===== src/common/he_cfg_pkg.sv =====
package he_cfg_pkg;

   ////////////////////////////////////////
   // datapath and memory widths
   ////////////////////////////////////////

   localparam int WORD_W       = 27;
   localparam int ADDR_W       = 40;

   // banks 0-3 hold operand A, banks 4-7 hold operand B
   localparam int NUM_BANKS    = 8;
   localparam int BANKS_PER_OP = 4;

   // target of the completion interrupt write
   localparam logic [ADDR_W-1:0] INTR_ADDR = 40'h30_0000;

   typedef logic [WORD_W-1:0] he_word_t;

   ////////////////////////////////////////
   // host register map
   ////////////////////////////////////////

   typedef enum logic [7:0] {
      CSR_Q      = 8'h00,
      CSR_A_PTR  = 8'h01,
      CSR_B_PTR  = 8'h02,
      CSR_WB_PTR = 8'h03,
      CSR_START  = 8'h04,
      CSR_STATUS = 8'h05
   } csr_addr_e;

   // job sequencing, one state per phase of a run
   typedef enum logic [2:0] {
      SEQ_IDLE,
      SEQ_LOAD_A,
      SEQ_LOAD_B,
      SEQ_ADD,
      SEQ_STORE,
      SEQ_INTR
   } seq_state_e;

   typedef enum logic [1:0] {
      DMA_LOAD_A,
      DMA_LOAD_B,
      DMA_STORE,
      DMA_INTR
   } dma_kind_e;

endpackage


===== src/common/he_bus_pkg.sv =====
package he_bus_pkg;

   ////////////////////////////////////////
   // host command port
   ////////////////////////////////////////

   typedef struct packed {
      he_cfg_pkg::csr_addr_e idx;
      logic                  wr;
      logic [31:0]           data;
   } csr_cmd_t;

   // every command gets one of these, reads carry the register value
   typedef struct packed {
      logic [31:0] data;
   } csr_rsp_t;

   ////////////////////////////////////////
   // external memory port
   ////////////////////////////////////////

   typedef struct packed {
      logic [he_cfg_pkg::ADDR_W-1:0] addr;
      logic                          wr;
      he_cfg_pkg::he_word_t          data;
   } mem_req_t;

   typedef struct packed {
      he_cfg_pkg::he_word_t data;
   } mem_rsp_t;

   // work item from the sequencer to the transfer engine
   typedef struct packed {
      he_cfg_pkg::dma_kind_e         kind;
      logic [he_cfg_pkg::ADDR_W-1:0] base;
   } dma_job_t;

endpackage


===== src/he_csr_file.sv =====
`timescale 1ns/1ps

module he_csr_file (
   input  logic                              clk_i,
   input  logic                              reset_i,
   input  logic                              csr_cmd_v_i,
   input  he_bus_pkg::csr_cmd_t              csr_cmd_i,
   output logic                              csr_rsp_v_o,
   output he_bus_pkg::csr_rsp_t              csr_rsp_o,
   input  logic                              busy_i,
   input  logic                              done_i,
   output logic                              start_o,
   output he_cfg_pkg::he_word_t              q_o,
   output logic [he_cfg_pkg::ADDR_W-1:0]     a_ptr_o,
   output logic [he_cfg_pkg::ADDR_W-1:0]     b_ptr_o,
   output logic [he_cfg_pkg::ADDR_W-1:0]     wb_ptr_o
);
   import he_cfg_pkg::*;

   he_word_t    q_r;
   logic [31:0] a_ptr_r;
   logic [31:0] b_ptr_r;
   logic [31:0] wb_ptr_r;
   logic [31:0] rd_data;
   logic        wr_en;

   assign wr_en = csr_cmd_v_i & csr_cmd_i.wr;

   // readback mux, START and unknown indices read as zero
   always_comb begin
      case (csr_cmd_i.idx)
         CSR_Q:      rd_data = 32'(q_r);
         CSR_A_PTR:  rd_data = a_ptr_r;
         CSR_B_PTR:  rd_data = b_ptr_r;
         CSR_WB_PTR: rd_data = wb_ptr_r;
         CSR_STATUS: rd_data = {30'b0, done_i, busy_i};
         default:    rd_data = '0;
      endcase
   end

   always_ff @(posedge clk_i) begin
      if (reset_i) begin
         q_r         <= '0;
         a_ptr_r     <= '0;
         b_ptr_r     <= '0;
         wb_ptr_r    <= '0;
         csr_rsp_v_o <= 1'b0;
         start_o     <= 1'b0;
      end else begin
         csr_rsp_v_o <= csr_cmd_v_i;
         // start is a single pulse, the sequencer drops it while busy
         start_o     <= wr_en & (csr_cmd_i.idx == CSR_START) & csr_cmd_i.data[0];
         if (wr_en) begin
            case (csr_cmd_i.idx)
               CSR_Q:      q_r      <= csr_cmd_i.data[WORD_W-1:0];
               CSR_A_PTR:  a_ptr_r  <= csr_cmd_i.data;
               CSR_B_PTR:  b_ptr_r  <= csr_cmd_i.data;
               CSR_WB_PTR: wb_ptr_r <= csr_cmd_i.data;
               default:    ;
            endcase
         end
      end
   end

   // write acknowledges carry zero
   always_ff @(posedge clk_i) begin
      if (csr_cmd_v_i) begin
         csr_rsp_o.data <= csr_cmd_i.wr ? '0 : rd_data;
      end
   end

   assign q_o      = q_r;
   assign a_ptr_o  = ADDR_W'(a_ptr_r);
   assign b_ptr_o  = ADDR_W'(b_ptr_r);
   assign wb_ptr_o = ADDR_W'(wb_ptr_r);

endmodule


===== src/he_core/he_sequencer.sv =====
`timescale 1ns/1ps

module he_sequencer (
   input  logic                          clk_i,
   input  logic                          reset_i,
   input  logic                          start_i,
   input  logic [he_cfg_pkg::ADDR_W-1:0] a_ptr_i,
   input  logic [he_cfg_pkg::ADDR_W-1:0] b_ptr_i,
   input  logic [he_cfg_pkg::ADDR_W-1:0] wb_ptr_i,
   output logic                          job_v_o,
   output he_bus_pkg::dma_job_t          job_o,
   input  logic                          job_done_i,
   output logic                          add_start_o,
   input  logic                          add_done_i,
   output logic                          busy_o,
   output logic                          done_o
);
   import he_cfg_pkg::*;
   import he_bus_pkg::*;

   seq_state_e state_r;
   seq_state_e state_n;
   dma_job_t   job_n;
   logic       job_v_n;
   logic       add_start_n;

   ////////////////////////////////////////
   // next state and job selection
   ////////////////////////////////////////

   // each state kicks off its job on entry and waits for the done strobe
   always_comb begin
      state_n     = state_r;
      job_v_n     = 1'b0;
      add_start_n = 1'b0;
      job_n       = job_o;
      case (state_r)
         SEQ_IDLE: begin
            if (start_i) begin
               state_n = SEQ_LOAD_A;
               job_v_n = 1'b1;
               job_n   = '{kind: DMA_LOAD_A, base: a_ptr_i};
            end
         end
         SEQ_LOAD_A: begin
            if (job_done_i) begin
               state_n = SEQ_LOAD_B;
               job_v_n = 1'b1;
               job_n   = '{kind: DMA_LOAD_B, base: b_ptr_i};
            end
         end
         SEQ_LOAD_B: begin
            if (job_done_i) begin
               state_n     = SEQ_ADD;
               add_start_n = 1'b1;
            end
         end
         SEQ_ADD: begin
            if (add_done_i) begin
               state_n = SEQ_STORE;
               job_v_n = 1'b1;
               job_n   = '{kind: DMA_STORE, base: wb_ptr_i};
            end
         end
         SEQ_STORE: begin
            if (job_done_i) begin
               state_n = SEQ_INTR;
               job_v_n = 1'b1;
               job_n   = '{kind: DMA_INTR, base: INTR_ADDR};
            end
         end
         SEQ_INTR: begin
            if (job_done_i) begin
               state_n = SEQ_IDLE;
            end
         end
         default: state_n = SEQ_IDLE;
      endcase
   end

   always_ff @(posedge clk_i) begin
      if (reset_i) begin
         state_r     <= SEQ_IDLE;
         job_v_o     <= 1'b0;
         add_start_o <= 1'b0;
         done_o      <= 1'b0;
      end else begin
         state_r     <= state_n;
         job_v_o     <= job_v_n;
         add_start_o <= add_start_n;
         // done holds from the interrupt until the next accepted start
         if (state_r == SEQ_IDLE && start_i) begin
            done_o <= 1'b0;
         end else if (state_r == SEQ_INTR && job_done_i) begin
            done_o <= 1'b1;
         end
      end
   end

   always_ff @(posedge clk_i) begin
      if (job_v_n) begin
         job_o <= job_n;
      end
   end

   assign busy_o = (state_r != SEQ_IDLE);

endmodule


===== src/he_core/he_dma_engine.sv =====
`timescale 1ns/1ps

module he_dma_engine #(
   parameter int log_n_p = 5
) (
   input  logic                 clk_i,
   input  logic                 reset_i,
   input  logic                 job_v_i,
   input  he_bus_pkg::dma_job_t job_i,
   output logic                 job_done_o,
   output logic                 mem_req_v_o,
   output he_bus_pkg::mem_req_t mem_req_o,
   input  logic                 mem_rsp_v_i,
   input  he_bus_pkg::mem_rsp_t mem_rsp_i,
   output logic                 ld_v_o,
   output logic                 ld_op_b_o,
   output logic [log_n_p-1:0]   ld_idx_o,
   output he_cfg_pkg::he_word_t ld_data_o,
   output logic                 st_rd_v_o,
   output logic [log_n_p-1:0]   st_idx_o,
   input  he_cfg_pkg::he_word_t st_data_i
);
   import he_cfg_pkg::*;

   dma_kind_e          kind_r;
   dma_kind_e          kind_n;
   logic [ADDR_W-1:0]  base_r;
   logic [log_n_p-1:0] idx_r;
   logic               out_r;
   logic               rsp_ok;
   logic               last;
   logic               issue;

   // only a response to our own outstanding request counts
   assign rsp_ok = mem_rsp_v_i & out_r;
   assign last   = (kind_r == DMA_INTR) | (idx_r == '1);
   assign issue  = job_v_i | (rsp_ok & ~last);
   assign kind_n = job_v_i ? job_i.kind : kind_r;

   always_ff @(posedge clk_i) begin
      if (reset_i) begin
         out_r       <= 1'b0;
         mem_req_v_o <= 1'b0;
         st_rd_v_o   <= 1'b0;
         job_done_o  <= 1'b0;
      end else begin
         // stores take an extra cycle for the buffer read
         mem_req_v_o <= (issue & (kind_n != DMA_STORE)) | st_rd_v_o;
         st_rd_v_o   <= issue & (kind_n == DMA_STORE);
         job_done_o  <= rsp_ok & last;
         if (mem_req_v_o) begin
            out_r <= 1'b1;
         end else if (mem_rsp_v_i) begin
            out_r <= 1'b0;
         end
      end
   end

   always_ff @(posedge clk_i) begin
      if (job_v_i) begin
         kind_r <= job_i.kind;
         base_r <= job_i.base;
         idx_r  <= '0;
      end else if (rsp_ok & ~last) begin
         idx_r <= idx_r + 1'b1;
      end
   end

   ////////////////////////////////////////
   // request formation and load routing
   ////////////////////////////////////////

   assign mem_req_o.addr = base_r + (ADDR_W'(idx_r) << 2);
   assign mem_req_o.wr   = (kind_r == DMA_STORE) | (kind_r == DMA_INTR);
   assign mem_req_o.data = (kind_r == DMA_INTR)  ? '1 :
                           (kind_r == DMA_STORE) ? st_data_i : '0;

   assign ld_v_o    = rsp_ok & ((kind_r == DMA_LOAD_A) | (kind_r == DMA_LOAD_B));
   assign ld_op_b_o = (kind_r == DMA_LOAD_B);
   assign ld_idx_o  = idx_r;
   assign ld_data_o = mem_rsp_i.data;
   assign st_idx_o  = idx_r;

endmodule


===== src/he_core/he_poly_buffer.sv =====
`timescale 1ns/1ps

module he_poly_buffer #(
   parameter int log_n_p = 5
) (
   input  logic                                                   clk_i,
   input  logic                                                   ld_v_i,
   input  logic                                                   ld_op_b_i,
   input  logic [log_n_p-1:0]                                     ld_idx_i,
   input  he_cfg_pkg::he_word_t                                   ld_data_i,
   input  logic                                                   st_rd_v_i,
   input  logic [log_n_p-1:0]                                     st_idx_i,
   output he_cfg_pkg::he_word_t                                   st_data_o,
   input  logic                                                   alu_rd_v_i,
   input  logic [he_cfg_pkg::BANKS_PER_OP-1:0]                    alu_rd_bank_i,
   input  logic [log_n_p-3:0]                                     alu_rd_row_i,
   output he_cfg_pkg::he_word_t [he_cfg_pkg::BANKS_PER_OP-1:0]    alu_a_o,
   output he_cfg_pkg::he_word_t [he_cfg_pkg::BANKS_PER_OP-1:0]    alu_b_o,
   input  logic                                                   alu_wr_v_i,
   input  logic [he_cfg_pkg::BANKS_PER_OP-1:0]                    alu_wr_bank_i,
   input  logic [log_n_p-3:0]                                     alu_wr_row_i,
   input  he_cfg_pkg::he_word_t [he_cfg_pkg::BANKS_PER_OP-1:0]    alu_wr_data_i
);
   import he_cfg_pkg::*;

   localparam int ROW_W = log_n_p - 2;
   localparam int DEPTH = 2 ** ROW_W;

   logic [log_n_p-1:0] ld_rev;
   logic [log_n_p-1:0] st_rev;
   logic [1:0]         ld_lane;
   logic [1:0]         st_lane;
   logic [1:0]         st_lane_r;
   logic [ROW_W-1:0]   ld_row;
   logic [ROW_W-1:0]   st_row;
   he_word_t           rd_data [NUM_BANKS];

   // bit-reversed placement, low bits pick the bank and the rest the row
   assign ld_rev  = {<<{ld_idx_i}};
   assign st_rev  = {<<{st_idx_i}};
   assign ld_lane = ld_rev[1:0];
   assign st_lane = st_rev[1:0];
   assign ld_row  = ld_rev[log_n_p-1:2];
   assign st_row  = st_rev[log_n_p-1:2];

   ////////////////////////////////////////
   // one-read-one-write banks
   ////////////////////////////////////////

   for (genvar b = 0; b < NUM_BANKS; b++) begin : g_bank
      localparam bit IS_B = (b >= BANKS_PER_OP);
      localparam int LANE = b % BANKS_PER_OP;

      he_word_t         mem [DEPTH];
      he_word_t         rd_q;
      he_word_t         wr_data;
      logic [ROW_W-1:0] wr_row;
      logic [ROW_W-1:0] rd_row;
      logic             ld_hit;
      logic             alu_wr_hit;
      logic             st_hit;
      logic             alu_rd_hit;

      assign ld_hit     = ld_v_i & (ld_op_b_i == IS_B) & (ld_lane == 2'(LANE));
      // sums go back over A, stores read A
      assign alu_wr_hit = !IS_B & alu_wr_v_i & alu_wr_bank_i[LANE];
      assign st_hit     = !IS_B & st_rd_v_i & (st_lane == 2'(LANE));
      assign alu_rd_hit = alu_rd_v_i & alu_rd_bank_i[LANE];

      assign wr_row  = ld_hit ? ld_row : alu_wr_row_i;
      assign wr_data = ld_hit ? ld_data_i : alu_wr_data_i[LANE];
      assign rd_row  = st_hit ? st_row : alu_rd_row_i;

      always_ff @(posedge clk_i) begin
         if (ld_hit | alu_wr_hit) begin
            mem[wr_row] <= wr_data;
         end
         if (st_hit | alu_rd_hit) begin
            rd_q <= mem[rd_row];
         end
      end

      assign rd_data[b] = rd_q;
   end

   // remember which A bank the store read went to
   always_ff @(posedge clk_i) begin
      if (st_rd_v_i) begin
         st_lane_r <= st_lane;
      end
   end

   assign st_data_o = rd_data[st_lane_r];

   for (genvar p = 0; p < BANKS_PER_OP; p++) begin : g_pair
      assign alu_a_o[p] = rd_data[p];
      assign alu_b_o[p] = rd_data[p + BANKS_PER_OP];
   end

endmodule


===== src/he_core/he_pointwise_adder.sv =====
`timescale 1ns/1ps

module he_pointwise_adder #(
   parameter int log_n_p = 5
) (
   input  logic                                                clk_i,
   input  logic                                                reset_i,
   input  logic                                                start_i,
   output logic                                                done_o,
   input  he_cfg_pkg::he_word_t                                q_i,
   output logic                                                alu_rd_v_o,
   output logic [he_cfg_pkg::BANKS_PER_OP-1:0]                 alu_rd_bank_o,
   output logic [log_n_p-3:0]                                  alu_rd_row_o,
   input  he_cfg_pkg::he_word_t [he_cfg_pkg::BANKS_PER_OP-1:0] alu_a_i,
   input  he_cfg_pkg::he_word_t [he_cfg_pkg::BANKS_PER_OP-1:0] alu_b_i,
   output logic                                                alu_wr_v_o,
   output logic [he_cfg_pkg::BANKS_PER_OP-1:0]                 alu_wr_bank_o,
   output logic [log_n_p-3:0]                                  alu_wr_row_o,
   output he_cfg_pkg::he_word_t [he_cfg_pkg::BANKS_PER_OP-1:0] alu_wr_data_o
);
   import he_cfg_pkg::*;

   logic [WORD_W:0] sum  [BANKS_PER_OP];
   logic [WORD_W:0] diff [BANKS_PER_OP];

   // all four bank pairs of a row are handled together
   assign alu_rd_bank_o = {BANKS_PER_OP{alu_rd_v_o}};

   always_ff @(posedge clk_i) begin
      if (reset_i) begin
         alu_rd_v_o <= 1'b0;
         alu_wr_v_o <= 1'b0;
         done_o     <= 1'b0;
      end else begin
         if (start_i) begin
            alu_rd_v_o <= 1'b1;
         end else if (alu_rd_v_o && alu_rd_row_o == '1) begin
            alu_rd_v_o <= 1'b0;
         end
         alu_wr_v_o <= alu_rd_v_o;
         done_o     <= alu_wr_v_o & (alu_wr_row_o == '1);
      end
   end

   // row sweep, the write stage trails the read by one cycle
   always_ff @(posedge clk_i) begin
      if (start_i) begin
         alu_rd_row_o <= '0;
      end else if (alu_rd_v_o) begin
         alu_rd_row_o <= alu_rd_row_o + 1'b1;
      end
      alu_wr_row_o  <= alu_rd_row_o;
      alu_wr_bank_o <= alu_rd_bank_o;
   end

   // both operands are below q so one subtraction is enough
   always_comb begin
      for (int p = 0; p < BANKS_PER_OP; p++) begin
         sum[p]  = {1'b0, alu_a_i[p]} + {1'b0, alu_b_i[p]};
         diff[p] = sum[p] - {1'b0, q_i};
         alu_wr_data_o[p] = (sum[p] >= {1'b0, q_i}) ? diff[p][WORD_W-1:0]
                                                    : sum[p][WORD_W-1:0];
      end
   end

endmodule


===== src/he_accel_top.sv =====
`timescale 1ns/1ps

module he_accel_top #(
   parameter int log_n_p = 5
) (
   input  logic                 clk_i,
   input  logic                 reset_i,
   input  logic                 csr_cmd_v_i,
   input  he_bus_pkg::csr_cmd_t csr_cmd_i,
   output logic                 csr_rsp_v_o,
   output he_bus_pkg::csr_rsp_t csr_rsp_o,
   output logic                 mem_req_v_o,
   output he_bus_pkg::mem_req_t mem_req_o,
   input  logic                 mem_rsp_v_i,
   input  he_bus_pkg::mem_rsp_t mem_rsp_i
);
   import he_cfg_pkg::*;
   import he_bus_pkg::*;

   logic                           start, busy, done;
   he_word_t                       q;
   logic [ADDR_W-1:0]              a_ptr, b_ptr, wb_ptr;
   logic                           job_v, job_done;
   dma_job_t                       job;
   logic                           add_start, add_done;
   logic                           ld_v, ld_op_b, st_rd_v;
   logic [log_n_p-1:0]             ld_idx, st_idx;
   he_word_t                       ld_data, st_data;
   logic                           rd_v, wr_v;
   logic [BANKS_PER_OP-1:0]        rd_bank, wr_bank;
   logic [log_n_p-3:0]             rd_row, wr_row;
   he_word_t [BANKS_PER_OP-1:0]    alu_a, alu_b, wr_data;

   ////////////////////////////////////////
   // input side
   ////////////////////////////////////////

   he_csr_file csr_inst (
      .clk_i, .reset_i, .csr_cmd_v_i, .csr_cmd_i, .csr_rsp_v_o, .csr_rsp_o,
      .busy_i(busy), .done_i(done), .start_o(start), .q_o(q),
      .a_ptr_o(a_ptr), .b_ptr_o(b_ptr), .wb_ptr_o(wb_ptr)
   );

   // processing part
   he_sequencer seq_inst (
      .clk_i, .reset_i, .start_i(start),
      .a_ptr_i(a_ptr), .b_ptr_i(b_ptr), .wb_ptr_i(wb_ptr),
      .job_v_o(job_v), .job_o(job), .job_done_i(job_done),
      .add_start_o(add_start), .add_done_i(add_done),
      .busy_o(busy), .done_o(done)
   );

   he_pointwise_adder #(.log_n_p(log_n_p)) adder_inst (
      .clk_i, .reset_i, .start_i(add_start), .done_o(add_done), .q_i(q),
      .alu_rd_v_o(rd_v), .alu_rd_bank_o(rd_bank), .alu_rd_row_o(rd_row),
      .alu_a_i(alu_a), .alu_b_i(alu_b),
      .alu_wr_v_o(wr_v), .alu_wr_bank_o(wr_bank), .alu_wr_row_o(wr_row),
      .alu_wr_data_o(wr_data)
   );

   he_poly_buffer #(.log_n_p(log_n_p)) buf_inst (
      .clk_i, .ld_v_i(ld_v), .ld_op_b_i(ld_op_b), .ld_idx_i(ld_idx),
      .ld_data_i(ld_data), .st_rd_v_i(st_rd_v), .st_idx_i(st_idx),
      .st_data_o(st_data),
      .alu_rd_v_i(rd_v), .alu_rd_bank_i(rd_bank), .alu_rd_row_i(rd_row),
      .alu_a_o(alu_a), .alu_b_o(alu_b),
      .alu_wr_v_i(wr_v), .alu_wr_bank_i(wr_bank), .alu_wr_row_i(wr_row),
      .alu_wr_data_i(wr_data)
   );

   // output side
   he_dma_engine #(.log_n_p(log_n_p)) dma_inst (
      .clk_i, .reset_i, .job_v_i(job_v), .job_i(job), .job_done_o(job_done),
      .mem_req_v_o, .mem_req_o, .mem_rsp_v_i, .mem_rsp_i,
      .ld_v_o(ld_v), .ld_op_b_o(ld_op_b), .ld_idx_o(ld_idx), .ld_data_o(ld_data),
      .st_rd_v_o(st_rd_v), .st_idx_o(st_idx), .st_data_i(st_data)
   );

endmodule


===== config.mk =====
export PLATFORM = sky130hd
export DESIGN_NAME = he_accel_top
export DESIGN_NICKNAME = d
export VERILOG_FILES = /design/src/common/he_cfg_pkg.sv /design/src/common/he_bus_pkg.sv /design/src/he_csr_file.sv /design/src/he_core/he_sequencer.sv /design/src/he_core/he_dma_engine.sv /design/src/he_core/he_poly_buffer.sv /design/src/he_core/he_pointwise_adder.sv /design/src/he_accel_top.sv
export SDC_FILE = /design/constraint.sdc
export NUM_CORES = 2
export LEC_CHECK = 0
export BUFFER_PORTS_ARGS = -buffer_cell sky130_fd_sc_hd__buf_2
export CAP_MARGIN = 20
export CORE_MARGIN = 10
export CORE_UTILIZATION = 45
export DETAILED_ROUTE_END_ITERATION = 16
export GPL_TIMING_DRIVEN = 0
export MAX_ROUTING_LAYER = met4
export SYNTH_ARGS = -nofsm -noshare
export SYNTH_HDL_FRONTEND = slang
export SYNTH_SLANG_ARGS = --single-unit

===== constraint.sdc =====
create_clock -name clk_i -period 7.1 [get_ports clk_i]
set_input_delay 1.42 -clock clk_i [delete_from_list [all_inputs] [get_ports clk_i]]
set_output_delay 1.42 -clock clk_i [all_outputs]
set_load 0.05 [all_outputs]

# Yosys cells after proc, flatten, opt, wreduce, memory -nomap -nowiden
# Memory sizes are Yosys's and may differ from the RTL's. A register that Yosys moved wholly into a read port is not among the register bits.
# Index checks and enable logic that the tools add are counted.
[totals]
reg_bits = 268
elab_cells = 210
output_inout_bits = 102
mem_bits_rw = 1728
in_bits = 72
mem_count = 8
[op_classes]
n_eq_ne = 27
addsub = 11
muxes = 67
magnitude_cmp = 5
n_bitwise = 45
reduce_logical = 20
[mem_list]
columns = ["memory", "words", "width", "rd", "rd_clocked_by_memory_dff", "wr", "line_no", "rtl"]
rows = [
  ["buf_inst.g_bank[0].mem", 8, 27, 1, 1, 1, "he_poly_buffer.sv:54", "he_word_t mem [DEPTH];"],
  ["buf_inst.g_bank[1].mem", 8, 27, 1, 1, 1, "he_poly_buffer.sv:54", ""],
  ["buf_inst.g_bank[2].mem", 8, 27, 1, 1, 1, "he_poly_buffer.sv:54", ""],
  ["buf_inst.g_bank[3].mem", 8, 27, 1, 1, 1, "he_poly_buffer.sv:54", ""],
  ["buf_inst.g_bank[4].mem", 8, 27, 1, 1, 1, "he_poly_buffer.sv:54", ""],
  ["buf_inst.g_bank[5].mem", 8, 27, 1, 1, 1, "he_poly_buffer.sv:54", ""],
  ["+2 memories", "n/a", "n/a", "n/a", "n/a", "n/a", "n/a", ""],
]
[ops]
columns = ["op", "n"]
rows = [
  ["27-bit 2-to-1 mux", 16],
  ["42-bit 2-to-1 mux", 4],
  ["42-bit case mux with 4 select lines", 1],
  ["32-bit case mux with 5 select lines", 1],
  ["27-bit by 27-bit adder with 28-bit output", 4],
  ["28-bit by 27-bit >= comparator with 1-bit output", 4],
  ["27-bit subtractor", 4],
  ["27-bit binary-select mux with 3-bit select", 1],
  ["3-bit 2-to-1 mux", 18],
  ["40-bit by 7-bit adder with 40-bit output", 1],
  ["1-bit AND", 28],
  ["1-bit 2-to-1 mux", 23],
  ["3-bit case mux with 6 select lines", 1],
  ["8-bit by 2-bit equality test with 1-bit output (second input constant)", 2],
  ["8-bit by 3-bit equality test with 1-bit output (second input constant)", 2],
  ["1-bit OR", 13],
  ["3-bit equality test (second input constant)", 4],
  ["6-bit AND reduction", 2],
  ["2-bit equality test (second input constant)", 5],
  ["2-bit by 1-bit != test with 1-bit output (second input constant)", 5],
  ["8-bit by 1-bit equality test with 1-bit output (second input constant)", 1],
  ["8-bit logical NOT", 1],
  ["2-bit AND reduction", 4],
  ["3-bit by 2-bit equality test with 1-bit output (second input constant)", 2],
  ["18 further kinds", 28],
]

# Depth between registers and ports, before layout
[depth]
word_depth = 8
depth_mapped = 22
mapped_depth_nobuf = 20

# Cells and area by module
# Synthesis repeated with hierarchy kept, for this count alone.
[unflattened]
hier_cells = 6569
hier_area_um2 = 100776.7
[modules_own_cells]
columns = ["module", "area_per_inst_um2", "seq_area_each_um2", "cells_per_inst", "n_inst"]
rows = [
  ["he_poly_buffer", 75851.5, 58436.0, 3794, 1],
  ["he_pointwise_adder", 11666.2, 200.2, 1612, 1],
  ["he_csr_file", 7153.1, 3463.3, 592, 1],
  ["he_dma_engine", 3239.4, 1421.4, 297, 1],
  ["he_sequencer", 2866.5, 1381.3, 274, 1],
]

# Worst setup path after synthesis
# No wires, ideal clock.
[synth_path]
path_kind = "register to register"
from = "register buf_inst.g_bank[2].rd_q[0] (read register of buf_inst.g_bank[2].mem)"
to = "memory buf_inst.g_bank[6].mem[0][19] (netlist name) (data pin)"
required_ps = 6804
n_path_buf = 2
slack_ps = 1879
setup_time_ps = 296
t_arrival_ps = 4925
stages_incl_launch_ff = 23
synth_period_minus_slack_ps = 5221
cell_sequence = "edfxtp_1 > ha_1 > fa_1 > a211oi_1 > o21ai_0 > nand4_1 > a21oi_1 > a221oi_1 > o21bai_1 > xnor2_1 > inv_1 > ha_1 > nand2_1 > o21ai_0 > o21a_1 > nor2_1 > a31oi_1 > a31o_1 > or2_1 > buf_4 > buf_4 > nor3_1 > nor4_1"
[synth_via]
elab_chain_len = 4
elab_cells_between_ends = 5
cone_classes = "add/sub (2); order compare (1); mux (2)"
[synth_lines]
columns = ["item", "line_no", "rtl"]
rows = [
  ["from (decl)", "he_poly_buffer.sv:55", "he_word_t rd_q;"],
  ["27-bit by 27-bit adder with 28-bit output (*)", "he_pointwise_adder.sv:59", "sum[p] = {1'b0, alu_a_i[p]} + {1'b0, alu_b_i[p]};"],
  ["27-bit subtractor or 28-bit by 27-bit >= comparator with 1-bit output (tied branches)", "he_pointwise_adder.sv:60, he_pointwise_adder.sv:61", ""],
  ["27-bit 2-to-1 mux (*)", "he_pointwise_adder.sv:61", "alu_wr_data_o[p] = (sum[p] >= {1'b0, q_i}) ? diff[p][WORD_W-1:0]"],
  ["27-bit 2-to-1 mux (*)", "he_poly_buffer.sv:71", "assign wr_data = ld_hit ? ld_data_i : alu_wr_data_i[LANE];"],
  ["via buf_inst.g_bank[6].wr_data[19]", "he_poly_buffer.sv:56", "he_word_t wr_data;"],
  ["to (decl)", "he_poly_buffer.sv:54", ""],
]
# Mark *: on every way through the listed nets, which the timed path passes. The rest lies on a longest branch.

# Final worst setup path
[layout_path]
from = "register buf_inst.g_bank[1].rd_q[0] (read register of buf_inst.g_bank[1].mem)"
to = "memory buf_inst.g_bank[1].mem[6][22] (netlist name) (data pin)"
[layout_via]
elab_chain_len = 4
elab_cells_between_ends = 5
cone_classes = "add/sub (2); order compare (1); mux (2)"
[layout_lines]
columns = ["item", "line_no"]
rows = [
  ["from (decl)", "he_poly_buffer.sv:55"],
  ["27-bit by 27-bit adder with 28-bit output (*)", "he_pointwise_adder.sv:59"],
  ["27-bit subtractor or 28-bit by 27-bit >= comparator with 1-bit output (tied branches)", "he_pointwise_adder.sv:60, he_pointwise_adder.sv:61"],
  ["27-bit 2-to-1 mux (*)", "he_pointwise_adder.sv:61"],
  ["27-bit 2-to-1 mux (*)", "he_poly_buffer.sv:71"],
  ["via buf_inst.g_bank[1].wr_data[22]", "he_poly_buffer.sv:56"],
  ["to (decl)", "he_poly_buffer.sv:54"],
]
# Marked as above.

==> impl.org <==
** Yosys
- The Yosys step of the flow raised 0 warnings.
- Number of standard cells after synthesis :: 7611
- By instance count, the leading cell after synthesis is sky130_fd_sc_hd__edfxtp_1.
- Summing the areas of all fa, ha and maj instances in the mapped netlist gives 3.01% of the synthesized area.
- Summing the sequential cell areas from Yosys gives 64.6% of the chip area.
- Leading area contributor after synthesis :: sky130_fd_sc_hd__edfxtp_1
- Synth Register Bits :: 2196
- Of the total synthesized cell area, the portion taken by AND, OR, NAND and NOR gates is 11.7%.
- Average cell area after synthesis :: roughly 13 µm²
- By area, the combinational part of the netlist is dominated by simple AND/OR/NAND/NOR gates.
- The synthesized netlist occupies a cell area of 99700 µm².
- Xor/xnor cell area share of the yosys netlist :: under 10%
- In the synthesized netlist the dominant register cell turns out to be sky130_fd_sc_hd__edfxtp_1.
- Number of enable flip-flop cells after synthesis :: 2044
- Yosys top cell area share :: 61.6%
- The commonest cells after synthesis are 2044 x sky130_fd_sc_hd__edfxtp_1, 1481 x sky130_fd_sc_hd__nand2_1, 607 x sky130_fd_sc_hd__nand3_1.
- Top area cells in the synthesized netlist :: sky130_fd_sc_hd__edfxtp_1 62%, sky130_fd_sc_hd__nand2_1 5.6%, sky130_fd_sc_hd__mux4_2 5.6%
- Distinct cell type count after synthesis :: a little under 90
- Fraction of the mapped netlist area in compound gates :: 6.73%
- In the synthesized netlist the async set-or-reset flop fraction comes to 0%.
- After synthesis, the share of cell area in mux cells is 10.1%.

** Placed design
- Routability-driven placement finished with a final weighted congestion of 0.996.
- Port buffering added 157 buffers.
- Once placement completed, the tool counted placed cells totaling 10.8k.
- Half-perimeter wire length after placement :: 250000 µm

** Critical path
- Worst setup path category :: register to register
- Along the worst path, the maximum fanout reaches 10.
- STA puts the critical path data arrival time at 7.85 ns.
- Data on the critical path is required at its endpoint by just under 8 ns.
- STA classifies the critical path startpoint as a register.
- Endpoint type of the worst setup path :: register

** Die
- Overall die area :: 241000 µm²
- For this configuration, the core starts out at a cell density of 45.3%.
- Die width :: 491 µm
- In this run the count of I/O pins placed on the die edge is 174.
- Number of cell rows :: 172
- Die span in y :: 491 µm
- The core region is 220000 µm².

** Timing
- Setup violations remaining at the end of the flow were counted as 8.
- Max_slew headroom :: 18.8%
- Based on the critical path, the design can be clocked at up to 139 MHz.
- Dividing the final minimum period by the clock period gives 101%.
- The final hold violation count came to 0.
- Smallest setup slack after layout :: -0.0722 ns
- Count of pins over their slew limit :: 0
- Worst Skew :: around 0.069 ns
- At the pin with the least slew margin, the transition time is 1.21 ns.
- For the finished layout, the period the worst path requires is 7.17 ns.

** Cells and area
- Final core utilization :: 52.2%
- Number of non-filler instances in the completed layout :: 11.3k
- After filler insertion, the fill cell instance count of the layout stands at approximately 19k.
- Cells with a size suffix above 1 make up 15.8% of the layout.
- Signed area change from the synthesized netlist to the final layout :: 15.1%
- In the final design database the tool counted 8416 nets.

** Route
- Drt pass-1 iters :: 7
- After detailed routing, the total wire length is roughly 350000 µm.
- Wire length per cell after detailed routing :: 30.6 µm
- The count of nets left with antenna violations once routing finished came out at 0.
- Detailed routing inserted a total of ~68k vias.
- After the first detailed-routing iteration, the DRC count stood at 8286.
- For this run, design rule violations remaining after detail routing come to 0.
- Post-detailed-route via-to-cell ratio :: between 6 and 7

** Power
- Of the total power, the clock network draws 42.0%.
- Sequential fraction of design power :: 49.6%
- Summed over all cells, the static leakage comes to 0.0390 µW.
- In this run the power density over the cells is 246 nW/µm².
- Switching pwr :: 6750 µW
- Summing internal, switching and leakage power gives 28300 µW.
- Worst VDD drop :: 0.274 mV
- Cell internal power dissipation :: roughly 22000 µW
- Share of total power in combinational logic :: roughly 8.4%
- Switching power share of the total :: a little under a quarter

** Global route
- Entering global routing, the biggest net connects 52 pins.
- Total global routing overflow :: 0
- The initial antenna violation count came to 67.
- Global routing used 28.5% of the available tracks.
- The first global-routing pass estimated 481000 µm of wire.
- Number of global-route vias before repair :: ~65k

** Clock tree
- Clock net sink count :: about 2.2k
- Clk Latency, worst-skew pair :: around 0.90 ns
- TritonCTS clock tree :: done
- Number of H-tree branching levels :: 4
- Inserted Clock Buffers :: between 200 and 250
- CTS root buffer :: sky130_fd_sc_hd__clkbuf_16
- Worst-path clk slew :: ~0.060 ns
- Buffers from clock root to sink, at most :: 3

** Hold path
- The min-delay analysis places its worst path in the category register to register.

** Job
- Count of max-cap constraint violations :: 0

** Outcome
- Outcome :: finished with violations
- Violated checks :: setup timing
[per-stage QoR]
step	setup slack (ns)	setup TNS, ns	hold slack (ns)	instance area (µm²)
2_1_floorplan	1.88	0	0.353	99700
3_3_place_gp	-0.968	-408.33	0.401	104000
3_5_place_dp	-0.0428	-0.339	0.405	107000
4_1_cts	0.0415	0	0.414	114000
5_1_grt	-0.0548	-0.745	0.423	115000
6_report	-0.0722	-0.537	0.413	115000
[path summary, 6_finish.rpt]
path | end | from | slack (ns) | cells past startpoint
max reg2reg | buf_inst.g_bank[1].mem[6][22] | buf_inst.g_bank[1].rd_q[0] | -0.07 | 19
min reg2reg | dma_inst.base_r[29] | seq_inst.job_o[29] | 0.41 | 0
max | buf_inst.g_bank[1].mem[6][22] | buf_inst.g_bank[1].rd_q[0] | -0.07 | 19
min | dma_inst.base_r[29] | seq_inst.job_o[29] | 0.41 | 0
[registers in the layout, summed over array words and instances, names as in the netlist, 5 cells and up]
register / cells
csr_inst.wb_ptr_r: 32
csr_inst.csr_rsp_o: 32
buf_inst.g_bank.rd_q: 216
seq_inst.job_o: 34
dma_inst.ld_idx_o: 5
csr_inst.a_ptr_r: 32
csr_inst.q_o: 27
csr_inst.b_ptr_r: 32
buf_inst.g_bank.mem: 1728
dma_inst.base_r: 32
[critical path: stages (launching register included)]
cell,delay [ns]
sky130_fd_sc_hd__edfxtp_1,0.55
sky130_fd_sc_hd__ha_1,0.32
sky130_fd_sc_hd__fa_1,0.41
sky130_fd_sc_hd__a21oi_1,0.21
sky130_fd_sc_hd__nand4b_1,0.16
sky130_fd_sc_hd__a31oi_1,0.26
sky130_fd_sc_hd__a2111oi_1,0.71
sky130_fd_sc_hd__nor2_1,0.11
sky130_fd_sc_hd__a21oi_1,0.21
sky130_fd_sc_hd__xnor2_1,0.17
sky130_fd_sc_hd__ha_1,0.44
sky130_fd_sc_hd__nand2_1,0.13
sky130_fd_sc_hd__o21ai_0,0.41
sky130_fd_sc_hd__a21oi_1,0.12
sky130_fd_sc_hd__o31a_1,0.31
sky130_fd_sc_hd__o311ai_1,0.53
sky130_fd_sc_hd__a221oi_4,0.16
sky130_fd_sc_hd__buf_6,0.22
sky130_fd_sc_hd__o41ai_1,0.99
sky130_fd_sc_hd__mux2_2,0.53
[final cells by class]
type                            instances  area, µm²  area share (%)
Multi-Input combinational cell       4905      34000            29.6
Tap cell                             2958       3700            3.23
Buffer                                414       1650            1.44
Sequential cell                      2196      64400            56.2
Timing Repair Buffer                  266       3070            2.67
Inverter                              102        383           0.334
Clock inverter                        135       1340            1.17
Clock buffer                          286       6020            5.25
Antenna cell                           50        125           0.109
[power groups by stage]
stage          clock, µW  combinational [µW]  sequential, µW
6_report           11900                2380           14000
5_1_grt            12500                2550           14000
4_1_cts            11900                2360           14000
3_5_place_dp           0                2350           14300
3_3_place_gp           0                2300           14300
2_1_floorplan          0                1460           14300
[logic make-up after synthesis]
family	count (synthesis)
buffers and inverters	516
other	1
multiplexers	655
flip-flops	2196
AO/OA/AOI/OAI	1092
AND/OR/NAND/NOR	2716
adder cells (fa/ha/maj)	234
XOR/XNOR	201
[placed cells by master, fill, tap and decap left out, types with 34 or more instances in the layout]
cell,Yosys,layout
sky130_fd_sc_hd__mux4_2,246,246
sky130_fd_sc_hd__edfxtp_1,2044,2044
sky130_fd_sc_hd__nor3_1,71,70
sky130_fd_sc_hd__mux2i_1,81,60
sky130_fd_sc_hd__o22ai_1,35,34
sky130_fd_sc_hd__diode_2,0,50
sky130_fd_sc_hd__buf_2,10,176
sky130_fd_sc_hd__clkinv_1,0,44
sky130_fd_sc_hd__xnor2_1,135,135
sky130_fd_sc_hd__mux2_2,309,309
sky130_fd_sc_hd__ha_1,225,225
sky130_fd_sc_hd__a22oi_1,34,34
sky130_fd_sc_hd__and3_1,47,47
sky130_fd_sc_hd__nor2_1,328,294
sky130_fd_sc_hd__clkbuf_16,0,228
sky130_fd_sc_hd__buf_1,56,48
sky130_fd_sc_hd__clkbuf_1,332,375
sky130_fd_sc_hd__dfxtp_1,152,151
sky130_fd_sc_hd__o21a_1,57,57
sky130_fd_sc_hd__a21o_1,89,89
sky130_fd_sc_hd__a21oi_1,375,366
sky130_fd_sc_hd__o21ai_0,251,239
sky130_fd_sc_hd__xor2_1,66,66
sky130_fd_sc_hd__nand3_1,607,607
sky130_fd_sc_hd__nand2_1,1481,1481
sky130_fd_sc_hd__inv_1,102,102
sky130_fd_sc_hd__buf_16,0,49
sky130_fd_sc_hd__a31oi_1,51,43
[per-layer routing]
layer	wire, µm	GRT usage (%)	part of all wire (%)	vias to the layer above
met1	127000	34.4	37	33900
met3	33900	6.55	9.8	929
met5	0	-	0	-
met2	159000	43.5	46	3801
met4	25400	17.7	7.3	0
li1	-	-	-	29600
[what timing repair did]
action	in CTS	in global routing
endpoints found under the setup margin	8	438
buffers inserted	0	1
hold buffers	0	0
pin swaps	0	1
gates resized for setup	1	20
Note: power is estimated with default switching activity, not from simulation.
